$ cat src/design/up_pkg.sv
package up_pkg;

   localparam int DATA_W     = 8;
   localparam int MEM_DEPTH  = 256;
   localparam int MAP_ADDR_W = 9;

   localparam logic [DATA_W-1:0] PC_RESET = 8'h08;   // Nibble address of first opcode
   localparam logic [DATA_W-1:0] SP_RESET = 8'hFF;

   // Readback offsets, host address bit 8 set
   localparam logic [DATA_W-1:0] MAP_R0    = 8'h00;
   localparam logic [DATA_W-1:0] MAP_R1    = 8'h01;
   localparam logic [DATA_W-1:0] MAP_R2    = 8'h02;
   localparam logic [DATA_W-1:0] MAP_R3    = 8'h03;
   localparam logic [DATA_W-1:0] MAP_PC    = 8'h04;
   localparam logic [DATA_W-1:0] MAP_SP    = 8'h05;
   localparam logic [DATA_W-1:0] MAP_STATE = 8'h06;

   typedef enum logic [3:0] {
      OP_ADD   = 4'h0,
      OP_SUB   = 4'h1,
      OP_MUL   = 4'h2,
      OP_NAND  = 4'h3,
      OP_SW01  = 4'h4,
      OP_SW12  = 4'h5,
      OP_SW23  = 4'h6,
      OP_BE    = 4'h7,
      OP_POPC  = 4'h8,
      OP_PUSHC = 4'h9,
      OP_POP   = 4'hA,
      OP_PUSH  = 4'hB,
      OP_LDW   = 4'hC,
      OP_STW   = 4'hD,
      OP_REF   = 4'hE,
      OP_NOP   = 4'hF
   } opcode_e;

   typedef enum logic [3:0] {
      LOAD_0, LOAD_1, LOAD_2, LOAD_3, LOAD_4,
      FETCH, DECODE,
      EXEC_1, EXEC_2, EXEC_3
   } state_e;

   typedef enum logic [4:0] {
      BUS_ZERO, BUS_INDEX,
      BUS_FETCH_ADDR, BUS_PC_INC, BUS_PC,
      BUS_ADD, BUS_SUB, BUS_MUL, BUS_NAND,
      BUS_XOR01, BUS_XOR12, BUS_XOR23,
      BUS_R2, BUS_R3,
      BUS_SP, BUS_SP_INC, BUS_SP_DEC,
      BUS_MEM
   } bus_src_e;

   typedef struct packed {
      bus_src_e   bus_src;
      logic [1:0] byte_index;     // Constant for BUS_INDEX
      logic       reg_from_bus;   // 0 takes the memory byte
      logic [1:0] reg_index;
      logic       reg_we;
      logic       ir_we;
      logic       pc_we;
      logic       sp_we;
      logic       ale;
      logic       mem_we;
   } ctrl_t;

   typedef struct packed {
      logic [DATA_W-1:0] r0;
      logic [DATA_W-1:0] r1;
      logic [DATA_W-1:0] r2;
      logic [DATA_W-1:0] r3;
      logic [DATA_W-1:0] pc;
      logic [DATA_W-1:0] sp;
   } regs_t;

endpackage

$ cat src/design/up_memory_map.sv
`timescale 1ns/1ps

module up_memory_map import up_pkg::*; (
   input  logic                  clk,
   input  logic                  host_load,
   input  logic [MAP_ADDR_W-1:0] host_address,
   input  logic [DATA_W-1:0]     host_wdata,
   output logic [DATA_W-1:0]     host_rdata,
   input  logic [DATA_W-1:0]     addr,
   input  logic [DATA_W-1:0]     bus,
   input  logic                  mem_we,
   input  regs_t                 regs,
   input  state_e                state,
   output logic [DATA_W-1:0]     mem_rdata,
   output logic                  restart
);

   logic [DATA_W-1:0] mem [MEM_DEPTH];
   logic              map_sel;
   logic [DATA_W-1:0] host_index;

   assign map_sel    = host_address[MAP_ADDR_W-1];   // Upper half is register readback
   assign host_index = host_address[DATA_W-1:0];
   assign restart    = host_load && map_sel;
   assign mem_rdata  = mem[addr];

   always_ff @(posedge clk) begin
      if (mem_we)
         mem[addr] <= bus;
      if (host_load && !map_sel)
         mem[host_index] <= host_wdata;   // Host wins a same-edge collision
   end

   always_comb begin
      if (!map_sel) begin
         host_rdata = mem[host_index];
      end else begin
         unique case (host_index)
            MAP_R0:    host_rdata = regs.r0;
            MAP_R1:    host_rdata = regs.r1;
            MAP_R2:    host_rdata = regs.r2;
            MAP_R3:    host_rdata = regs.r3;
            MAP_PC:    host_rdata = regs.pc;
            MAP_SP:    host_rdata = regs.sp;
            MAP_STATE: host_rdata = DATA_W'(state);
            default:   host_rdata = '0;
         endcase
      end
   end

   // A restart lands the sequencer in LOAD_0
   assert property (@(posedge clk) restart |=> (state == LOAD_0));

endmodule

$ cat config.mk
export PLATFORM = sky130hd
export DESIGN_NAME = up_memory_map
export DESIGN_NICKNAME = d
export VERILOG_FILES = /design/src/design/up_pkg.sv /design/src/design/up_memory_map.sv
export SDC_FILE = /design/constraint.sdc
export NUM_CORES = 2
export LEC_CHECK = 0
export BUFFER_PORTS_ARGS = -buffer_cell sky130_fd_sc_hd__buf_2
export CORE_MARGIN = 1
export CORE_UTILIZATION = 55
export CTS_CLUSTER_DIAMETER = 40
export DETAILED_ROUTE_END_ITERATION = 6
export PLACE_DENSITY = 0.71
export SYNTH_ARGS = -nofsm -noshare
export SYNTH_HDL_FRONTEND = slang
export SYNTH_SLANG_ARGS = --single-unit
$ cat constraint.sdc
create_clock -name clk -period 5.1 [get_ports clk]
set_input_delay 0.765 -clock clk [delete_from_list [all_inputs] [get_ports clk]]
set_output_delay 0.765 -clock clk [all_outputs]
set_load 0.005 [all_outputs]
==> results.toml <==
[clock_tree]
cts_tree = "built"
clock_path_buffers = 4
clk_pin_slew_worst_paths_ns = 0.05
cts_root_buffer = "clkbuf_16"
htreeDepth = 5
numClockSinks = 2048
cts-buffers-inserted = 358

[power_and_ir_drop]
finalPower_uw = 47500
leakage_uw = 0.0482
combPwrFrac = 0.110
p_switching_uw = 12200
irDropWorstVdd_v = 0.000337
switching_share = 0.256
p_per_area_mw_per_mm2 = 331
p_clk_frac = 0.498
p_int_uw = 35400
p_seq_frac = 0.392

[grt]
grt_usage = 0.450
grt_overflow = 0
antenna_found_initial = 58
grt_pass1_wl_mm = 700
grt_max_degree = 122
grt_pass1_vias = 86241

[floorplanning]
die_h_um = 475
die_x_um = 475
pin_count = 105
die_area_mm2 = 0.226
core_mm2 = 0.222
placementRows = 173
initial_utilization = 0.553

[job]
drv_cap = 0

[synth]
synthMuxAreaShare = 0.391
synthAdderAreaFrac = 0
ys_seq_area_frac = 0.500
synth_cell_type_count = 68
synth-warning-count = 0
synth_top_area_cell = "edfxtp_1"
ys_ff_latch = 2048
synth-simple-area-share = 0.0291
synthXorXnorAreaFrac = 0
yosys-top-cells-count = "mux2_2, edfxtp_1, mux4_2"
synth_area_leaders = "edfxtp_1, mux2_2, mux4_2"
ys_async_sr_fraction = 0
synth_most_common_cell = "mux2_2"
synth_edf_count = 2048
syn_area_mm2 = 0.123
synth_top_family_by_area = "multiplexers"
synth_ff_type = "edfxtp_1"
synth_top_area_frac = 0.500
syn_nets = 7986
syn_area_per_cell_um2 = 15.6
synth_cells = 7898
synth_compound_area_frac = 0.0459

[placement]
dp.cells = 10950
dp_hpwl_mm = 344
gp_congestion = 1.10
placed_cell_area_mm2 = 0.132
io_buffers = 104

[timing]
tightest_slew_ns = 1.38
finalSetupViolations = 12
final_hold_viol_count = 0
finalCritPeriodShare = 1.06
timing.max_slew.rel_slack = 0.0713
fin_crit_ns = 5.42
max_freq_mhz = 185
slew_violations = 0
setup-tns-final_ns = -1.53
setup_ws_ns = -0.316

[worst_hold_path]
hold_class = "input pin to register"
min_path_cells = 2
min_from = "host_wdata[7]"
min_delay_worst_endpoint = "mem[164][7]"

[worst_setup_path]
required_ns = 4.34
crit_type = "input pin to primary output"
cp-start-kind = "input pin"
cp-end-kind = "primary output"
crit_arrival_ns = 4.65
cp_max_fo = 37

[routing]
drt_iter0_drc = 15710
wirelength_mm = 511
drc_errors = 9
first_pass_iters = 7
vias = 90509
ant_nets = 0
wl_per_cell_um = 43.9
viasPerCell = 7.77

[layout]
utilization = 0.646
largest_register = "mem"
syn_to_final_growth_pct = 16.6
layout-drive-gt1-share = 0.551
design_area_mm2 = 0.143
fin_cells = 11648
num-fill-cells = 15909
seqCellArea_mm2 = 0.0615
largest_reg_flops = 2048
nets = 8425
reg_top3 = "mem (2048)"
multi_input_area_mm2 = 0.0578

[run_status]
violations = "design-rule violations, negative setup slack"
status = "complete, but fails checks"
[critical path, cell delays in order]
cell      delay (ns)
clkbuf_8        0.40
nor2b_4         0.85
buf_4           0.39
buf_4           0.22
a22oi_1         0.15
nand2_1         0.10
a21oi_1         0.16
o21ai_0         0.47
o311a_1         0.45
a211oi_1        0.19
buf_4           0.19
buf_2           0.12
[layer usage]
metal | up-vias | part of all wire | global-route usage
met5 | - | 0.00094 | 0.00260
met2 | 8586 | 0.42 | 0.638
met3 | 1944 | 0.16 | 0.187
met1 | 46361 | 0.34 | 0.572
met4 | 46 | 0.075 | 0.280
li1 | 33572 | - | -
[power groups by stage]
stage	registers (µW)	clock network [µW]	logic, µW
after detailed placement	19000	0	4900
after global placement	19000	0	4840
after global routing	18600	24300	5210
after floorplan	18900	0	2840
final	18600	23700	5240
after CTS	18600	23600	4940
[cells in the final DEF (no fill, tap or decap), drive strengths merged, types with 9 or more instances in the layout]
cell type  synthesis  layout
a22o              37      37
nor2b             42      42
buf              294     998
nor4              19      19
edfxtp          2048    2048
a22oi            184     184
diode              0      68
clkbuf           629     390
nor2             133     133
nand2            324     324
o211ai            15      15
mux2i            300     300
nor3              31      31
a221oi            41      41
a211oi            31      31
a21oi             70      70
and3              22      22
or4               12      12
o31a               9       9
clkinv             0     120
nand2b            17      17
bufinv             0      35
inv                4      45
mux2            2069    2069
clkinvlp           0      46
o21ai            232     232
nand4             21      21
a31oi             22      22
o22ai            121     121
nand3             78      78
mux4             968     968
[cells by family after synthesis]
kind of cell	count (synthesis)
AOI/OAI and AO/OA	844
muxes	3337
DFF	2048
and+or+nand+nor	742
buffers and inverters	927
[stage by stage]
| stage | worst slack (ns) | hold WS (ns) |
|---|---|---|
| floorplan | 1.29 | 1.25 |
| global placement | -0.351 | 1.53 |
| detailed placement | -0.309 | 1.53 |
| CTS | 0.0282 | 0.526 |
| global route | -0.00502 | 0.539 |
| finish | -0.316 | 0.502 |
[area by class of cell]
cell class / count / area share
clock inverters: 242 / 0.0173
flip-flops and latches: 2048 / 0.429
diodes: 68 / 0.00119
repair buffers: 1002 / 0.0609
well taps: 2975 / 0.0259
inverters: 4 / 0.000122
clock buffers: 386 / 0.0635
multi-input cells: 4923 / 0.403
[what timing repair did]
item | CTS | global route
pin swaps | 1 | 5
hold buffers | 0 | 0
setup buffers | 0 | 2
gates cloned | 0 | 1
setup endpoints to repair | 11 | 10
resized for setup | 15 | 23
[worst max path at each step]
stage | to | startpoint | slack, ns | depth (start not counted)
6_report | host_rdata[4] | host_address[3] | -0.32 | 12
5_1_grt | host_rdata[2] | host_address[1] | -0.005 | 13
4_1_cts | mem_rdata[0] | mem[3][0] | 0.03 | 7
3_5_place_dp | mem_rdata[3] | addr[0] | -0.31 | 13
3_3_place_gp | mem_rdata[3] | addr[0] | -0.35 | 13
2_1_floorplan | mem_rdata[2] | addr[1] | 1.29 | 8
Note: power is estimated with default switching activity, not from simulation.
