`config.mk`:
```
export PLATFORM = sky130hd
export DESIGN_NAME = up_datapath
export DESIGN_NICKNAME = d
export VERILOG_FILES = /design/src/design/up_pkg.sv /design/src/design/up_datapath.sv
export SDC_FILE = /design/constraint.sdc
export NUM_CORES = 1
export LEC_CHECK = 0
export ABC_AREA = 1
export CAP_MARGIN = 20
export CORE_MARGIN = 4
export CORE_UTILIZATION = 40
export CTS_BUF_LIST = sky130_fd_sc_hd__clkbuf_8
export DETAILED_ROUTE_END_ITERATION = 10
export DONT_BUFFER_PORTS = 1
export PLACE_DENSITY = 0.55
export SLEW_MARGIN = 0
export SYNTH_ARGS = -nofsm -noshare
export SYNTH_HDL_FRONTEND = slang
export SYNTH_SLANG_ARGS = --single-unit
```
`constraint.sdc`:
```
create_clock -name clk -period 4.44 [get_ports clk]
set_input_delay 0.666 -clock clk [delete_from_list [all_inputs] [get_ports clk]]
set_output_delay 0.666 -clock clk [all_outputs]
set_load 0.02 [all_outputs]
```
`src/design/up_pkg.sv`:
```
package up_pkg;

   localparam int DATA_W     = 8;
   localparam int MEM_DEPTH  = 256;
   localparam int MAP_ADDR_W = 9;

   localparam logic [DATA_W-1:0] PC_RESET = 8'h08;   // Nibble address of first opcode
   localparam logic [DATA_W-1:0] SP_RESET = 8'hFF;

   // Readback offsets, host address bit 8 set
   localparam logic [DATA_W-1:0] MAP_R0    = 8'h00;
   localparam logic [DATA_W-1:0] MAP_R1    = 8'h01;
   localparam logic [DATA_W-1:0] MAP_R2    = 8'h02;
   localparam logic [DATA_W-1:0] MAP_R3    = 8'h03;
   localparam logic [DATA_W-1:0] MAP_PC    = 8'h04;
   localparam logic [DATA_W-1:0] MAP_SP    = 8'h05;
   localparam logic [DATA_W-1:0] MAP_STATE = 8'h06;

   typedef enum logic [3:0] {
      OP_ADD   = 4'h0,
      OP_SUB   = 4'h1,
      OP_MUL   = 4'h2,
      OP_NAND  = 4'h3,
      OP_SW01  = 4'h4,
      OP_SW12  = 4'h5,
      OP_SW23  = 4'h6,
      OP_BE    = 4'h7,
      OP_POPC  = 4'h8,
      OP_PUSHC = 4'h9,
      OP_POP   = 4'hA,
      OP_PUSH  = 4'hB,
      OP_LDW   = 4'hC,
      OP_STW   = 4'hD,
      OP_REF   = 4'hE,
      OP_NOP   = 4'hF
   } opcode_e;

   typedef enum logic [3:0] {
      LOAD_0, LOAD_1, LOAD_2, LOAD_3, LOAD_4,
      FETCH, DECODE,
      EXEC_1, EXEC_2, EXEC_3
   } state_e;

   typedef enum logic [4:0] {
      BUS_ZERO, BUS_INDEX,
      BUS_FETCH_ADDR, BUS_PC_INC, BUS_PC,
      BUS_ADD, BUS_SUB, BUS_MUL, BUS_NAND,
      BUS_XOR01, BUS_XOR12, BUS_XOR23,
      BUS_R2, BUS_R3,
      BUS_SP, BUS_SP_INC, BUS_SP_DEC,
      BUS_MEM
   } bus_src_e;

   typedef struct packed {
      bus_src_e   bus_src;
      logic [1:0] byte_index;     // Constant for BUS_INDEX
      logic       reg_from_bus;   // 0 takes the memory byte
      logic [1:0] reg_index;
      logic       reg_we;
      logic       ir_we;
      logic       pc_we;
      logic       sp_we;
      logic       ale;
      logic       mem_we;
   } ctrl_t;

   typedef struct packed {
      logic [DATA_W-1:0] r0;
      logic [DATA_W-1:0] r1;
      logic [DATA_W-1:0] r2;
      logic [DATA_W-1:0] r3;
      logic [DATA_W-1:0] pc;
      logic [DATA_W-1:0] sp;
   } regs_t;

endpackage

```
`src/design/up_datapath.sv`:
```
`timescale 1ns/1ps

module up_datapath import up_pkg::*; (
   input  logic              clk,
   input  logic              nRst,
   input  logic              restart,
   input  ctrl_t             ctrl,
   input  logic [DATA_W-1:0] mem_rdata,
   output logic [DATA_W-1:0] bus,
   output logic [DATA_W-1:0] addr,
   output opcode_e           ir,
   output logic              equal,
   output regs_t             regs
);

   logic [DATA_W-1:0] gp [4];      // R0 to R3
   logic [DATA_W-1:0] pc;
   logic [DATA_W-1:0] sp;
   logic [DATA_W-1:0] reg_wdata;
   opcode_e           ir_next;

   assign equal     = (gp[1] == gp[2]);
   assign reg_wdata = ctrl.reg_from_bus ? bus : mem_rdata;
   assign ir_next   = pc[0] ? opcode_e'(mem_rdata[3:0]) : opcode_e'(mem_rdata[7:4]);
   assign regs      = {gp[0], gp[1], gp[2], gp[3], pc, sp};

   always_comb begin
      unique case (ctrl.bus_src)
         BUS_INDEX:      bus = DATA_W'(ctrl.byte_index);
         BUS_FETCH_ADDR: bus = {1'b0, pc[DATA_W-1:1]};   // Byte holding the next nibble
         BUS_PC_INC:     bus = pc + 8'd1;
         BUS_PC:         bus = pc;
         BUS_ADD:        bus = gp[1] + gp[2];
         BUS_SUB:        bus = gp[1] - gp[2];
         BUS_MUL:        bus = gp[1] * gp[2];
         BUS_NAND:       bus = ~(gp[1] & gp[2]);
         BUS_XOR01:      bus = gp[0] ^ gp[1];
         BUS_XOR12:      bus = gp[1] ^ gp[2];
         BUS_XOR23:      bus = gp[2] ^ gp[3];
         BUS_R2:         bus = gp[2];
         BUS_R3:         bus = gp[3];
         BUS_SP:         bus = sp;
         BUS_SP_INC:     bus = sp + 8'd1;
         BUS_SP_DEC:     bus = sp - 8'd1;
         BUS_MEM:        bus = mem_rdata;
         default:        bus = '0;
      endcase
   end

   always_ff @(posedge clk or negedge nRst) begin
      if (!nRst) begin
         for (int i = 0; i < 4; i++) begin
            gp[i] <= '0;
         end
         pc   <= PC_RESET;
         sp   <= SP_RESET;
         ir   <= OP_ADD;
         addr <= '0;
      end else if (restart) begin
         for (int i = 0; i < 4; i++) begin
            gp[i] <= '0;
         end
         pc   <= PC_RESET;
         sp   <= SP_RESET;
         ir   <= OP_ADD;
         addr <= '0;
      end else begin
         if (ctrl.reg_we)
            gp[ctrl.reg_index] <= reg_wdata;
         if (ctrl.pc_we)
            pc <= bus;
         if (ctrl.sp_we)
            sp <= bus;
         if (ctrl.ir_we)
            ir <= ir_next;              // Uses PC before the DECODE increment
         if (ctrl.ale)
            addr <= bus;
      end
   end

   // Memory loads into registers always take the direct path
   assert property (@(posedge clk) disable iff (!nRst)
      (ctrl.reg_we && !ctrl.reg_from_bus) |-> (ctrl.bus_src != BUS_MEM));

endmodule

```
==> results.toml <==
[setup_path]
critPathRequiredTime_ns = 3.77
r2r_slack_ns = 0.30
worstSetupPathType = "flip-flop to output port"
worstPathCellList = "ha_2 -> inv_2 -> fa_2 -> inv_2 -> fa_1 -> ha_4 -> inv_2 -> fa_1 -> inv_2 -> ha_4 -> nand2_2 -> nor2_2 -> a211oi_2 -> xnor2_1 -> nand2_1 -> nand4_1 -> nor2_2 -> nand3_4"
timing.critical_path.from = "regs[26]"
worstSetupStartpointType = "flip-flop"
crit_buf_inv = 4
cp.arrival_ns = 3.91
cp_num_cells = 18
cp-end-kind = "output port"
crit_fanout = 4
critPathSlowestCell = "fa_1"
slowest_delay_ns = 0.48
crit-reg2reg-launch = "regs[34]"
critPathCapture = "bus[6]"
cpMostUsedCell = "inv_2"
r2r-end = "regs[47]"
rr_worst_depth = 22
cp_top_family = "adder cells"

[pwr]
power_switching_mw = 0.531
swShare_pct = 33.1
vdd_drop_max_uv = 225
power.internal_mw = 1.07
clkPwrFrac_pct = 38.3
leakagePower_nw = 3.53
p_seq_share_pct = 40.8
fin_total_pwr_mw = 1.61
combPwrFrac_pct = 20.9
power_density_mw_per_mm2 = 243

[placement]
routabilityCongestion = 0.922
numPortBuffers = 0
placed_area_mm2 = 0.00612
dp_hpwl_um = 17600

[die]
rows = 43
die_y_um = 127
initial_core_util_pct = 41.0
die_area_mm2 = 0.0163
pin_count = 96
coreArea_mm2 = 0.0139
die_w_um = 127

[detailed_routing]
wl_per_cell_um = 20.4
ant_nets = 0
drtIter0Drc = 489
viasPerCell = 5.52
wirelength_um = 21900
remaining_drc_errors = 0
dr.pass1.iters = 6
routed-via-count = 5913

[timing]
hold_viol_final = 0
relSlewSlack_pct = 53.1
rsz0062_at_grt = "true"
timing.final.crit_share_pct = 103
worst_pin_slew_ns = 0.703
fmax_mhz = 219
finalSetupViolCount = 3
skew_ns = 0.00864
drv_slew = 0
setup_slack_ns = -0.134
hold-worst-slack_ns = 0.139
finalCriticalPeriod_ns = 4.57

[run]
cap_violations = 0

[yosys]
synth_top_area_share_pct = 22.3
synth_ff_type = "dfrtp_1"
ys_ff_latch = 60
syn-instance-count = 850
synth_common_cells = "nand2_1, inv_1, nand3_1, nor2_1, dfrtp_1"
async_reset_ff_share_pct = 100
ys_warn_count = 0
ys_seq_area_share_pct = 26.5
yosysMostFrequentCell = "nand2_1"
synth_area_mm2 = 0.00571
synth_edf_count = 0
yosysTopAreaCell = "dfrtp_1"
synth.distinct_cells = 52
syn-num-nets = 930
avgSynthCellArea_um2 = 6.72
synth.area.top_cells = "dfrtp_1, nand2_1, inv_1"

[cells_and_area]
final_util_pct = 47.3
final_area_mm2 = 0.00660
area_growth_pct = 15.5
fin_nets = 967
n_antenna_cell = 0
layout-drive-gt1-share_pct = 14.6

[global_route]
grt_pass1_vias = 5849
grt_first_pass_wirelength_um = 33500
grt.total_usage_pct = 27.1
grt_max_degree = 34
grt_overflow = 0
antenna_found_initial = 0

[clock_tree]
cts_buffers = 9
htreeDepth = 3
path_clk_slew_ns = 0.07
cts_max_path_buffers = 2
cts.sinks = 60
worstSkewPairLatency_ns = 0.35
cts_tree = "built"
cts_root_buffer = "clkbuf_8"

[min_path]
hold_class = "primary input to asynchronous set/reset pin"

[outcome]
status = "finished with violations"
failed_checks = "negative setup slack"
## sequential cells by signal, indices dropped and copies added (netlist names)
name  flops
regs     32
ir        4
pc        8
addr      8
sp        8
## per-layer routing
metal	track usage (%)	up-vias	wire length [um]
met2	43.8	220	10100
met1	36.9	2854	9840
li1	-	2799	-
met3	4.97	40	1410
met4	8.58	0	594
met5	0	-	0
## logic make-up (layout without fill, tap and decap cells)
| kind of cell | Yosys count | count (layout) | synth area share [%] |
|---|---|---|---|
| xor gates and xnor gates | 12 | 12 | 1.84 |
| DFF | 60 | 60 | 26.5 |
| adders and majority gates | 53 | 53 | 13.6 |
| AOI/OAI and AO/OA | 133 | 133 | 13.7 |
| buffers and inverters | 172 | 214 | 11.6 |
| and+or+nand+nor | 420 | 420 | 32.8 |
## layout make-up
type,instances,area [um^2]
Clock buffer,10,138
Clock inverter,6,111
Fill cell,1460,7340
Inverter,161,604
Multi-Input combinational cell,618,3680
Sequential cell,60,1520
Tap cell,180,225
Timing Repair Buffer,37,319
## cells in the final DEF, fill, tap and decap left out, types with 7 or more instances in the layout
cell,n
nand2_1,227
inv_1,145
nand3_1,68
nor2_1,67
dfrtp_1,47
o21ai_0,38
ha_1,31
a21oi_1,30
buf_4,30
o21ai_1,18
o22ai_1,17
inv_2,15
fa_1,12
clkbuf_8,10
dfstp_2,9
nand4_1,8
nand2_2,7
nor3_1,7
xnor2_1,7
## how the worst min path moves through the flow
stage | startpoint | end | slack (ns) | depth (start not counted)
after floorplan | nRst | addr[0] | 0.37 | 0
after global placement | nRst | pc[6] | 0.37 | 0
after detailed placement | nRst | regs[32] | 0.37 | 0
after CTS | nRst | regs[32] | 0.001 | 0
after global routing | nRst | addr[6] | 0.13 | 1
final | nRst | addr[6] | 0.14 | 1
## power groups by stage
stage               clock (mW)  combinational [mW]  sequential, mW
finish                   0.615               0.335           0.655
global route             0.654               0.368           0.659
CTS                      0.625               0.330           0.655
detailed placement           0               0.312           0.665
global placement             0               0.307           0.665
floorplan                    0               0.206           0.651
## stage by stage
stage,setup TNS (ns),setup WS (ns),std cells
after floorplan,0,0.00117,850
after global routing,-0.873,-0.316,1072
after CTS,-0.481,-0.185,1071
final,-0.341,-0.134,1072
after detailed placement,0,0.0135,1051
after global placement,0,0.0320,1051
## timing repair
item | CTS | global route
hold buffers | 2 | 1
resized for setup | 28 | 14
pin swaps | 17 | 8
endpoints found under the setup margin | 4 | 4
setup buffers | 2 | 0
hold endpoints to repair | 33 | 13
Note: power is estimated with default switching activity, not from simulation.
