===== src/design/up_pkg.sv =====
package up_pkg;

   localparam int DATA_W     = 8;
   localparam int MEM_DEPTH  = 256;
   localparam int MAP_ADDR_W = 9;

   localparam logic [DATA_W-1:0] PC_RESET = 8'h08;   // Nibble address of first opcode
   localparam logic [DATA_W-1:0] SP_RESET = 8'hFF;

   // Readback offsets, host address bit 8 set
   localparam logic [DATA_W-1:0] MAP_R0    = 8'h00;
   localparam logic [DATA_W-1:0] MAP_R1    = 8'h01;
   localparam logic [DATA_W-1:0] MAP_R2    = 8'h02;
   localparam logic [DATA_W-1:0] MAP_R3    = 8'h03;
   localparam logic [DATA_W-1:0] MAP_PC    = 8'h04;
   localparam logic [DATA_W-1:0] MAP_SP    = 8'h05;
   localparam logic [DATA_W-1:0] MAP_STATE = 8'h06;

   typedef enum logic [3:0] {
      OP_ADD   = 4'h0,
      OP_SUB   = 4'h1,
      OP_MUL   = 4'h2,
      OP_NAND  = 4'h3,
      OP_SW01  = 4'h4,
      OP_SW12  = 4'h5,
      OP_SW23  = 4'h6,
      OP_BE    = 4'h7,
      OP_POPC  = 4'h8,
      OP_PUSHC = 4'h9,
      OP_POP   = 4'hA,
      OP_PUSH  = 4'hB,
      OP_LDW   = 4'hC,
      OP_STW   = 4'hD,
      OP_REF   = 4'hE,
      OP_NOP   = 4'hF
   } opcode_e;

   typedef enum logic [3:0] {
      LOAD_0, LOAD_1, LOAD_2, LOAD_3, LOAD_4,
      FETCH, DECODE,
      EXEC_1, EXEC_2, EXEC_3
   } state_e;

   typedef enum logic [4:0] {
      BUS_ZERO, BUS_INDEX,
      BUS_FETCH_ADDR, BUS_PC_INC, BUS_PC,
      BUS_ADD, BUS_SUB, BUS_MUL, BUS_NAND,
      BUS_XOR01, BUS_XOR12, BUS_XOR23,
      BUS_R2, BUS_R3,
      BUS_SP, BUS_SP_INC, BUS_SP_DEC,
      BUS_MEM
   } bus_src_e;

   typedef struct packed {
      bus_src_e   bus_src;
      logic [1:0] byte_index;     // Constant for BUS_INDEX
      logic       reg_from_bus;   // 0 takes the memory byte
      logic [1:0] reg_index;
      logic       reg_we;
      logic       ir_we;
      logic       pc_we;
      logic       sp_we;
      logic       ale;
      logic       mem_we;
   } ctrl_t;

   typedef struct packed {
      logic [DATA_W-1:0] r0;
      logic [DATA_W-1:0] r1;
      logic [DATA_W-1:0] r2;
      logic [DATA_W-1:0] r3;
      logic [DATA_W-1:0] pc;
      logic [DATA_W-1:0] sp;
   } regs_t;

endpackage


===== src/design/up_control.sv =====
`timescale 1ns/1ps

module up_control import up_pkg::*; (
   input  logic    clk,
   input  logic    nRst,
   input  logic    restart,
   input  opcode_e ir,
   input  logic    equal,
   output ctrl_t   ctrl,
   output state_e  state
);

   state_e     next_state;
   logic       long_op;
   logic       five_op;
   bus_src_e   swap_src;
   logic [1:0] swap_lo;

   assign long_op = !(ir inside {OP_ADD, OP_SUB, OP_MUL, OP_NAND, OP_BE, OP_NOP});
   assign five_op = ir inside {OP_SW01, OP_SW12, OP_SW23, OP_PUSH, OP_PUSHC};

   // XOR swap pair, lower register index follows the opcode
   assign swap_lo = ir[1:0];

   always_comb begin
      unique case (ir)
         OP_SW12: swap_src = BUS_XOR12;
         OP_SW23: swap_src = BUS_XOR23;
         default: swap_src = BUS_XOR01;
      endcase
   end

   always_comb begin
      unique case (state)
         LOAD_0:  next_state = LOAD_1;
         LOAD_1:  next_state = LOAD_2;
         LOAD_2:  next_state = LOAD_3;
         LOAD_3:  next_state = LOAD_4;
         LOAD_4:  next_state = FETCH;
         FETCH:   next_state = DECODE;
         DECODE:  next_state = EXEC_1;
         EXEC_1:  next_state = long_op ? EXEC_2 : FETCH;
         EXEC_2:  next_state = five_op ? EXEC_3 : FETCH;
         default: next_state = FETCH;
      endcase
   end

   always_ff @(posedge clk or negedge nRst) begin
      if (!nRst)
         state <= LOAD_0;
      else if (restart)
         state <= LOAD_0;            // Soft restart from host
      else
         state <= next_state;
   end

   always_comb begin
      ctrl              = '0;
      ctrl.bus_src      = BUS_ZERO;
      ctrl.reg_from_bus = 1'b1;
      unique case (state)
         LOAD_0: begin
            ctrl.bus_src    = BUS_INDEX;
            ctrl.byte_index = 2'd0;
            ctrl.ale        = 1'b1;
         end
         LOAD_1, LOAD_2, LOAD_3: begin
            ctrl.bus_src      = BUS_INDEX;
            ctrl.byte_index   = state[1:0];          // Address of next preload byte
            ctrl.reg_index    = state[1:0] - 2'd1;
            ctrl.reg_from_bus = 1'b0;
            ctrl.reg_we       = 1'b1;
            ctrl.ale          = 1'b1;
         end
         LOAD_4: begin
            ctrl.bus_src      = BUS_FETCH_ADDR;
            ctrl.reg_index    = 2'd3;
            ctrl.reg_from_bus = 1'b0;
            ctrl.reg_we       = 1'b1;
            ctrl.ale          = 1'b1;
         end
         FETCH: begin
            ctrl.bus_src = BUS_FETCH_ADDR;
            ctrl.ale     = 1'b1;
         end
         DECODE: begin
            ctrl.bus_src = BUS_PC_INC;
            ctrl.ir_we   = 1'b1;
            ctrl.pc_we   = 1'b1;
         end
         EXEC_1, EXEC_3: begin
            unique case (ir)
               OP_ADD, OP_SUB, OP_MUL, OP_NAND: begin
                  ctrl.bus_src = bus_src_e'(BUS_ADD + ir[1:0]);   // R0 gets the ALU result
                  ctrl.reg_we  = (state == EXEC_1);
               end
               OP_SW01, OP_SW12, OP_SW23: begin
                  ctrl.bus_src   = swap_src;
                  ctrl.reg_index = swap_lo;
                  ctrl.reg_we    = 1'b1;
               end
               OP_BE: begin
                  ctrl.bus_src = BUS_R3;
                  ctrl.pc_we   = equal && (state == EXEC_1);
               end
               OP_POP, OP_POPC: begin
                  ctrl.bus_src = BUS_SP_INC;
                  ctrl.sp_we   = 1'b1;
                  ctrl.ale     = 1'b1;
               end
               OP_PUSH, OP_PUSHC: begin
                  if (state == EXEC_1) begin
                     ctrl.bus_src = BUS_SP;
                     ctrl.ale     = 1'b1;
                  end else begin
                     ctrl.bus_src = (ir == OP_PUSH) ? BUS_R2 : BUS_PC;
                     ctrl.mem_we  = 1'b1;
                  end
               end
               OP_LDW, OP_STW: begin
                  ctrl.bus_src = BUS_R3;
                  ctrl.ale     = 1'b1;
               end
               OP_REF: begin
                  ctrl.bus_src = BUS_INDEX;
                  ctrl.ale     = 1'b1;
               end
               OP_NOP: ;
               default: ;
            endcase
         end
         EXEC_2: begin
            unique case (ir)
               OP_SW01, OP_SW12, OP_SW23: begin
                  ctrl.bus_src   = swap_src;
                  ctrl.reg_index = swap_lo + 2'd1;
                  ctrl.reg_we    = 1'b1;
               end
               OP_POPC: begin
                  ctrl.bus_src = BUS_MEM;
                  ctrl.pc_we   = 1'b1;
               end
               OP_PUSH, OP_PUSHC: begin
                  ctrl.bus_src = BUS_SP_DEC;
                  ctrl.sp_we   = 1'b1;
               end
               OP_POP, OP_LDW, OP_REF: begin
                  ctrl.reg_index    = (ir == OP_REF) ? 2'd0 : 2'd2;
                  ctrl.reg_from_bus = 1'b0;
                  ctrl.reg_we       = 1'b1;
               end
               OP_STW: begin
                  ctrl.bus_src = BUS_R2;
                  ctrl.mem_we  = 1'b1;
               end
               default: ;
            endcase
         end
         default: ;
      endcase
   end

   assert property (@(posedge clk) disable iff (!nRst) !(ctrl.ale && ctrl.mem_we));
   assert property (@(posedge clk) disable iff (!nRst)
      state inside {LOAD_0, LOAD_1, LOAD_2, LOAD_3, LOAD_4, FETCH, DECODE,
                    EXEC_1, EXEC_2, EXEC_3});

endmodule


===== config.mk =====
export PLATFORM = sky130hd
export DESIGN_NAME = up_control
export DESIGN_NICKNAME = d
export VERILOG_FILES = /design/src/design/up_pkg.sv /design/src/design/up_control.sv
export SDC_FILE = /design/constraint.sdc
export NUM_CORES = 1
export LEC_CHECK = 0
export BUFFER_PORTS_ARGS = -buffer_cell sky130_fd_sc_hd__buf_2
export CAP_MARGIN = 20
export CORE_MARGIN = 1
export CORE_UTILIZATION = 53
export CTS_BUF_LIST = sky130_fd_sc_hd__clkbuf_2
export CTS_CLUSTER_SIZE = 8
export DETAILED_ROUTE_END_ITERATION = 7
export GPL_ROUTABILITY_DRIVEN = 0
export GPL_TIMING_DRIVEN = 0
export PLACE_DENSITY = 0.83
export SYNTH_ARGS = -nofsm -noshare
export SYNTH_HDL_FRONTEND = slang
export SYNTH_SLANG_ARGS = --single-unit

===== constraint.sdc =====
create_clock -name clk -period 3.1 [get_ports clk]
set_input_delay 0.62 -clock clk [delete_from_list [all_inputs] [get_ports clk]]
set_output_delay 0.62 -clock clk [all_outputs]
set_load 0.01 [all_outputs]

==> results of run 1 <==
[cells by family after synthesis]
family / after synthesis / synth area share (%)
DFF: 4 / 11.0
buffers and inverters: 15 / 7.16
adders and majority gates: 8 / 11.0
AOI/OAI and AO/OA: 50 / 36.0
and+or+nand+nor: 62 / 34.9
[per-stage QoR]
stage	total power [W]	hold WS, ns	setup slack [ns]	cells	utilization [%]
3_5_place_dp	0.000381	0.434	0.0808	182	68.2
3_3_place_gp	0.000375	0.424	0.121	182	68.2
2_1_floorplan	0.000281	0.324	0.493	139	-
6_report	0.000447	0.182	0.131	185	69.6
4_1_cts	0.000439	0.188	0.0817	185	69.2
5_1_grt	0.000483	0.173	0.000408	185	69.6
[where the power goes]
group | leakage, nW | switching (W) | internal, W | total, W
Combinational | 0.441 | 0.000185 | 0.000127 | 0.000312
Clock | 0.0125 | 0.0000306 | 0.0000262 | 0.0000568
Sequential | 0.0521 | 0.0000162 | 0.0000611 | 0.0000773
[per-layer routing]
layer  GRT usage, %  wire (microns)
met3           6.67             351
met1           45.4            1160
met5              0               0
met4           12.5              74
met2           50.6            1300
[worst max-delay path: stages]
cell and delay, ns:
sky130_fd_sc_hd__buf_2 0.12, sky130_fd_sc_hd__ha_1 0.18, sky130_fd_sc_hd__clkbuf_1 0.21, sky130_fd_sc_hd__nor4_1 0.53, sky130_fd_sc_hd__and3b_1 0.24, sky130_fd_sc_hd__o21ai_0 0.13, sky130_fd_sc_hd__o311ai_0 0.14, sky130_fd_sc_hd__buf_2 0.17
[path summary, 6_finish.rpt]
check	startpoint	end	cells past startpoint
worst min-delay path	nRst	state[1]$_DFF_PN0_	1
min in group clk	restart	state[2]$_DFF_PN0_	2
worst max-delay path	ir[0]	ctrl[12]	8
max in group asynchronous	nRst	state[3]$_DFF_PN0_	1
worst min register to register	state[3]$_DFF_PN0_	state[1]$_DFF_PN0_	2
worst max register to register	state[0]$_DFF_PN0_	state[2]$_DFF_PN0_	6
[area by class of cell]
| cell class | count | area, sq um |
|---|---|---|
| tap | 16 | 20.0 |
| buffer | 9 | 46.3 |
| multi-input combinational | 120 | 746 |
| fill | 148 | 474 |
| sequential | 4 | 100 |
| clock buffer | 3 | 15.0 |
| inverter | 6 | 22.5 |
| timing repair buffer | 27 | 135 |
[cells in the final DEF, fill, tap and decap left out, drive strengths merged, types with 2 or more instances in the layout]
master,instances
nand2,14
ha,8
nor3,5
clkbuf,7
nor2,19
o21ai,15
and3b,2
o2111ai,2
nor2b,6
dfrtp,4
nand2b,4
a21oi,13
a211o,2
inv,6
o31ai,2
nand3,4
buf,32
o221ai,2
o22ai,4
a31oi,2
==> metrics.txt, run 1 <==
# TYPE chip_impl_metric gauge
chip_impl_metric{name="antenna_cells_inserted",unit=""} 0
chip_impl_metric{name="grt_start_max_net_pins",unit=""} 11
chip_impl_metric{name="worstPathMaxFanout",unit=""} 9
chip_impl_metric{name="htree_levels",unit=""} 1
chip_impl_metric{name="synth.lib_cells_used.distinct",unit=""} 41
chip_impl_metric{name="final.setup_skew",unit="ns"} 0.00383
chip_impl_metric{name="finish.net_count",unit=""} 187
chip_impl_metric{name="cts.clk_slew.worst_paths",unit="ns"} 0.06
chip_impl_metric{name="drc",unit=""} 4
chip_impl_metric{name="total_vias_in_the_final_route",unit=""} 1217
chip_impl_metric{name="clk_latency",unit="ns"} 0.23
chip_impl_metric{name="timing.final.crit_period",unit="ns"} 2.97
chip_impl_metric{name="die-height",unit="microns"} 43.4
chip_impl_info{name="largest_cells_by_area_after_synthesis",value="sky130_fd_sc_hd__dfrtp_1, sky130_fd_sc_hd__ha_1, sky130_fd_sc_hd__o21ai_0"} 1
chip_impl_metric{name="placeableCoreArea",unit="sq um"} 1560
chip_impl_metric{name="post_route_ant_nets",unit=""} 0
chip_impl_metric{name="max_freq",unit="MHz"} 337
chip_impl_metric{name="synthesis.area_per_instance",unit="sq um"} 6.54
chip_impl_metric{name="min_period_over_period",unit="%"} 95.8
chip_impl_metric{name="placement.io_buffers",unit=""} 27
chip_impl_metric{name="global_route.overflow_total",unit=""} 0
chip_impl_metric{name="syn-instance-count",unit=""} 139
chip_impl_metric{name="max_cap_violations",unit=""} 0
chip_impl_metric{name="clk_path_buf_depth",unit=""} 2
chip_impl_metric{name="flow.area_growth_from_synthesis",unit="%"} 19.4
chip_impl_metric{name="yosys_warnings",unit=""} 0
chip_impl_metric{name="finalHoldViolations",unit=""} 0
chip_impl_metric{name="synth_nets",unit=""} 155
chip_impl_metric{name="grt_first_pass_wirelength",unit="mm"} 4.65
chip_impl_info{name="netlist.top_cell.by_area",value="sky130_fd_sc_hd__dfrtp_1"} 1
chip_impl_info{name="cp-start-kind",value="input port"} 1
chip_impl_metric{name="total_leakage_power",unit="nW"} 0.506
chip_impl_info{name="violations_in_the_final_reports",value="DRC"} 1
chip_impl_info{name="criticalPathCategory",value="input port to primary output"} 1
chip_impl_info{name="status",value="finished, violations left"} 1
chip_impl_metric{name="detailedRoute.firstIterationViolations",unit=""} 59
chip_impl_metric{name="synth_sequential_area_ratio",unit="%"} 11.0
chip_impl_info{name="synthFlopType",value="sky130_fd_sc_hd__dfrtp_1"} 1
chip_impl_metric{name="grt_pass1_vias",unit=""} 1036
chip_impl_metric{name="die_area",unit="sq um"} 1880
chip_impl_metric{name="worst_margin_pin_slew",unit="ns"} 0.562
chip_impl_metric{name="timing.setup.tns",unit="ns"} 0
chip_impl_metric{name="ctsResizeCount",unit=""} 0
chip_impl_metric{name="stdcell_area",unit="sq um"} 1080
chip_impl_metric{name="post-dp-hpwl",unit="mm"} 2.13
chip_impl_metric{name="asyncSetResetFlopFracSynth",unit="%"} 100
chip_impl_info{name="yosys.cell_count.top_type",value="sky130_fd_sc_hd__nor2_1"} 1
chip_impl_info{name="commonest_cells_post_synth",value="sky130_fd_sc_hd__nor2_1, sky130_fd_sc_hd__o21ai_0, sky130_fd_sc_hd__nand2_1"} 1
chip_impl_metric{name="postCtsSetupRepairBufs",unit=""} 0
chip_impl_info{name="largest_register",value="state"} 1
chip_impl_metric{name="final_layout_size_suffix_gt1_share",unit="%"} 25.4
chip_impl_metric{name="syn-cell-area",unit="sq um"} 908
chip_impl_metric{name="initial_utilization",unit="%"} 58.3
chip_impl_metric{name="regToRegSetupSlack",unit="ns"} 1.42
chip_impl_info{name="biggestRegsByFlops",value="state x4"} 1
chip_impl_metric{name="design.portCount",unit=""} 28
chip_impl_info{name="clock_tree.root_cell",value="sky130_fd_sc_hd__clkbuf_2"} 1
chip_impl_metric{name="cts.sinks",unit=""} 4
chip_impl_metric{name="antenna_found_initial",unit=""} 0
chip_impl_info{name="grt_setup_unrepaired",value="false"} 1
chip_impl_metric{name="timing.final.setup_violations",unit=""} 0
chip_impl_metric{name="number_of_flip_flops_in_the_largest_register",unit=""} 4
chip_impl_metric{name="number_of_storage_elements_in_the_synthesis_netlist",unit=""} 4
chip_impl_info{name="cts_tree",value="yes"} 1
chip_impl_metric{name="cts-hold-fix-buffers",unit=""} 0
chip_impl_metric{name="cp_arrival",unit="ns"} 2.35
chip_impl_metric{name="placement.cell_area",unit="sq um"} 1060
chip_impl_metric{name="globalRouteTotalUtil",unit="%"} 32.9
chip_impl_metric{name="std_cell_rows",unit=""} 14
chip_impl_metric{name="die_width",unit="microns"} 43.4
chip_impl_metric{name="synth_enable_flop_cells",unit=""} 0
chip_impl_metric{name="synth_top_area_share",unit="%"} 11.0
chip_impl_metric{name="routed_wire_length",unit="mm"} 2.89
chip_impl_metric{name="routed_wire_length_per_instance",unit="microns"} 15.6
chip_impl_metric{name="crit_required",unit="ns"} 2.48
chip_impl_metric{name="tritoncts.num_buffers",unit=""} 3
chip_impl_info{name="hold_path_class",value="input port to async pin"} 1
chip_impl_metric{name="power-per-cell-area",unit="nW/um^2"} 412
chip_impl_metric{name="drt-vias-per-instance",unit=""} 6.58
chip_impl_info{name="end_kind",value="primary output"} 1
chip_impl_metric{name="vdd.ir_drop.worst",unit="uV"} 273
chip_impl_metric{name="first_pass_iters",unit=""} 8
chip_impl_metric{name="worst_slew_margin_rel",unit="%"} 62.2
chip_impl_metric{name="drv_slew",unit=""} 0
(Power assumes the default switching activity.)
==> inputs of run 2 (changes only) <==
--- a/config.mk
+++ b/config.mk
@@ -9,12 +9,13 @@
 export CAP_MARGIN = 20
 export CORE_MARGIN = 1
 export CORE_UTILIZATION = 53
-export CTS_BUF_LIST = sky130_fd_sc_hd__clkbuf_2
+export CTS_BUF_LIST = sky130_fd_sc_hd__clkbuf_4
 export CTS_CLUSTER_SIZE = 8
 export DETAILED_ROUTE_END_ITERATION = 7
 export GPL_ROUTABILITY_DRIVEN = 0
 export GPL_TIMING_DRIVEN = 0
 export PLACE_DENSITY = 0.83
+export REMOVE_ABC_BUFFERS = 1
 export SYNTH_ARGS = -nofsm -noshare
 export SYNTH_HDL_FRONTEND = slang
 export SYNTH_SLANG_ARGS = --single-unit
==> run 2 against run 1 <==
Against the previous run:
- the flow still finishes with violations (DRC)
- die area stayed put
- clock-buffer cell count stayed put
- via count is 3.8% lower
- critical path type unchanged
- utilization is 2.3 points lower
- sequential cell count stayed put
- final area is 3.3% lower
- clock power is 13% higher
- register-to-register slack hardly changed
- sequential power is 0.5% higher
- cell count is 4.9% lower
- fmax is 1.5% higher
- highest routed layer is now met3
- combinational power hardly changed
==> metrics.txt, run 2 (synthesized netlist as in run 1, its figures left out) <==
# TYPE chip_impl_metric gauge
chip_impl_metric{name="worstPathMaxFanout",unit=""} 13
chip_impl_metric{name="grt_start_max_net_pins",unit=""} 17
chip_impl_metric{name="routed_wire_length_per_instance",unit="microns"} 16.0
chip_impl_metric{name="flow.area_growth_from_synthesis",unit="%"} 15.4
chip_impl_metric{name="worst_path_largest_cell_delay",unit="ns"} 0.46
chip_impl_metric{name="worst_slew_margin_rel",unit="%"} 67.6
chip_impl_info{name="layout_commonest_cell",value="sky130_fd_sc_hd__buf_2"} 1
chip_impl_metric{name="grt_first_pass_wirelength",unit="mm"} 4.76
chip_impl_metric{name="finalHoldViolations",unit=""} 0
chip_impl_info{name="clock_tree.root_cell",value="sky130_fd_sc_hd__clkbuf_4"} 1
chip_impl_info{name="layout_common_cells",value="sky130_fd_sc_hd__buf_2, sky130_fd_sc_hd__nor2_1, sky130_fd_sc_hd__nand2_1, sky130_fd_sc_hd__o21ai_0, sky130_fd_sc_hd__a21oi_1"} 1
chip_impl_info{name="status",value="finished, violations left"} 1
chip_impl_metric{name="drc",unit=""} 2
chip_impl_metric{name="cp_arrival",unit="ns"} 2.31
chip_impl_metric{name="htree_levels",unit=""} 1
chip_impl_metric{name="post_route_ant_nets",unit=""} 0
chip_impl_info{name="violations_in_the_final_reports",value="DRC"} 1
chip_impl_metric{name="worst_margin_pin_slew",unit="ns"} 0.482
chip_impl_metric{name="std_cell_rows",unit=""} 14
chip_impl_metric{name="grt_pass1_vias",unit=""} 1068
chip_impl_info{name="cp-start-kind",value="input port"} 1
chip_impl_metric{name="total_vias_in_the_final_route",unit=""} 1171
chip_impl_metric{name="globalRouteTotalUtil",unit="%"} 32.4
chip_impl_metric{name="post-dp-hpwl",unit="mm"} 2.04
chip_impl_metric{name="timing.final.crit_period",unit="ns"} 2.93
chip_impl_metric{name="cts-hold-fix-buffers",unit=""} 0
chip_impl_metric{name="cts.sinks",unit=""} 4
chip_impl_metric{name="detailedRoute.firstIterationViolations",unit=""} 97
chip_impl_info{name="cts_tree",value="yes"} 1
chip_impl_metric{name="total_leakage_power",unit="nW"} 0.474
chip_impl_metric{name="timing.setup.tns",unit="ns"} 0
chip_impl_metric{name="finish.net_count",unit=""} 178
chip_impl_metric{name="placement.io_buffers",unit=""} 27
chip_impl_metric{name="final.setup_skew",unit="ns"} 0.00155
chip_impl_metric{name="drt-vias-per-instance",unit=""} 6.65
chip_impl_metric{name="crit_required",unit="ns"} 2.48
chip_impl_metric{name="number_of_flip_flops_in_the_largest_register",unit=""} 4
chip_impl_metric{name="routed_wire_length",unit="mm"} 2.81
chip_impl_info{name="hold_path_class",value="input port to async pin"} 1
chip_impl_metric{name="clk_path_buf_depth",unit=""} 2
chip_impl_metric{name="drv_slew",unit=""} 0
chip_impl_metric{name="max_freq",unit="MHz"} 342
chip_impl_info{name="timing.critical_path.cells",value="buf_2, inv_1, ha_1, nor3_2, a21oi_2, nor3b_1, or4_1, buf_2"} 1
chip_impl_metric{name="clk_latency",unit="ns"} 0.23
chip_impl_metric{name="fin_ws",unit="ns"} 0.174
chip_impl_metric{name="antenna_cells_inserted",unit=""} 0
chip_impl_info{name="worst_path_most_repeated_cell",value="sky130_fd_sc_hd__buf_2"} 1
chip_impl_metric{name="die_width",unit="microns"} 43.4
chip_impl_metric{name="min_period_over_period",unit="%"} 94.4
chip_impl_metric{name="antenna_found_initial",unit=""} 0
chip_impl_info{name="grt_setup_unrepaired",value="false"} 1
chip_impl_metric{name="detailedPlace.worstSlack",unit="ns"} 0.0468
chip_impl_metric{name="first_pass_iters",unit=""} 6
chip_impl_info{name="cp_slowest_cell",value="sky130_fd_sc_hd__or4_1"} 1
chip_impl_metric{name="placeableCoreArea",unit="sq um"} 1560
chip_impl_info{name="end_kind",value="primary output"} 1
chip_impl_info{name="criticalPathCategory",value="input port to primary output"} 1
chip_impl_metric{name="final_layout_size_suffix_gt1_share",unit="%"} 23.8
chip_impl_metric{name="die_area",unit="sq um"} 1880
chip_impl_metric{name="power-per-cell-area",unit="nW/um^2"} 432
chip_impl_metric{name="design.portCount",unit=""} 28
chip_impl_metric{name="cts.clk_slew.worst_paths",unit="ns"} 0.04
chip_impl_metric{name="die-height",unit="microns"} 43.4
chip_impl_metric{name="max_cap_violations",unit=""} 0
chip_impl_metric{name="initial_utilization",unit="%"} 58.3
chip_impl_metric{name="timing.final.setup_violations",unit=""} 0
chip_impl_metric{name="global_route.overflow_total",unit=""} 0
chip_impl_metric{name="tritoncts.num_buffers",unit=""} 3
chip_impl_metric{name="vdd.ir_drop.worst",unit="uV"} 466
chip_impl_info{name="largest_register",value="state"} 1
chip_impl_info{name="biggestRegsByFlops",value="state x4"} 1
run 2: changes by cell type in the layout (fill, tap and decap cells not counted), moves of 2 or more:
cell	previous run	this run
sky130_fd_sc_hd__buf_2	31	27
sky130_fd_sc_hd__clkbuf_1	3	0
sky130_fd_sc_hd__clkbuf_4	1	3
sky130_fd_sc_hd__clkbuf_2	3	0
run 2: power breakdown:
part	internal, W	leakage [nW]	switching [W]
sequential	0.0000614	0.0521	0.0000162
clock	0.0000433	0.0138	0.0000207
combinational	0.000125	0.408	0.000186
run 2: timing repair:
| action | in CTS | in global routing |
|---|---|---|
| gates resized for setup | 0 | 3 |
| buffers inserted | 0 | 0 |
| setup endpoints to repair | 0 | 4 |
run 2: final timing paths:
path | start | to | slack [ns] | depth (start not counted)
setup / recovery | ir[0] | ctrl[11] | 0.17 | 8
hold / removal | nRst | state[3]$_DFF_PN0_ | 0.18 | 1
setup reg to reg | state[0]$_DFF_PN0_ | state[3]$_DFF_PN0_ | 1.42 | 5
hold reg to reg | state[3]$_DFF_PN0_ | state[1]$_DFF_PN0_ | 0.73 | 1
max in group asynchronous | nRst | state[0]$_DFF_PN0_ | 2.80 | 1
min in group clk | restart | state[2]$_DFF_PN0_ | 0.59 | 2
run 2: layout make-up:
type | instances | area, sq um
multi-input combinational | 120 | 748
fill | 139 | 510
timing repair buffer | 27 | 135
sequential | 4 | 100
clock buffer | 3 | 22.5
inverter | 6 | 22.5
tap | 16 | 20.0
run 2: metal layers:
metal | track usage, % | vias up | wire length (microns)
met1 | 46.1 | 546 | 1200
met2 | 50.9 | 70 | 1380
met4 | 6.25 | 0 | 0
met5 | 0 | - | 0
met3 | 6.67 | 0 | 235
li1 | - | 555 | -
run 2: worst max-delay path: cells and delay by family:
kind,cells,cell delay (ns)
AO/OA/AOI/OAI,1,0.11
adder cells (fa/ha/maj),1,0.38
buffers and inverters,3,0.36
AND/OR/NAND/NOR,3,0.84
run 2: stage by stage:
stage	hold slack [ns]	instances	power, W	util, %	area (sq um)
floorplan	0.324	130	0.000275	-	866
global placement	0.423	173	0.000373	65.5	1020
finish	0.185	176	0.000453	67.3	1050
detailed placement	0.429	173	0.000382	65.5	1020
global route	0.181	176	0.000491	67.3	1050
CTS	0.181	176	0.000449	66.9	1040
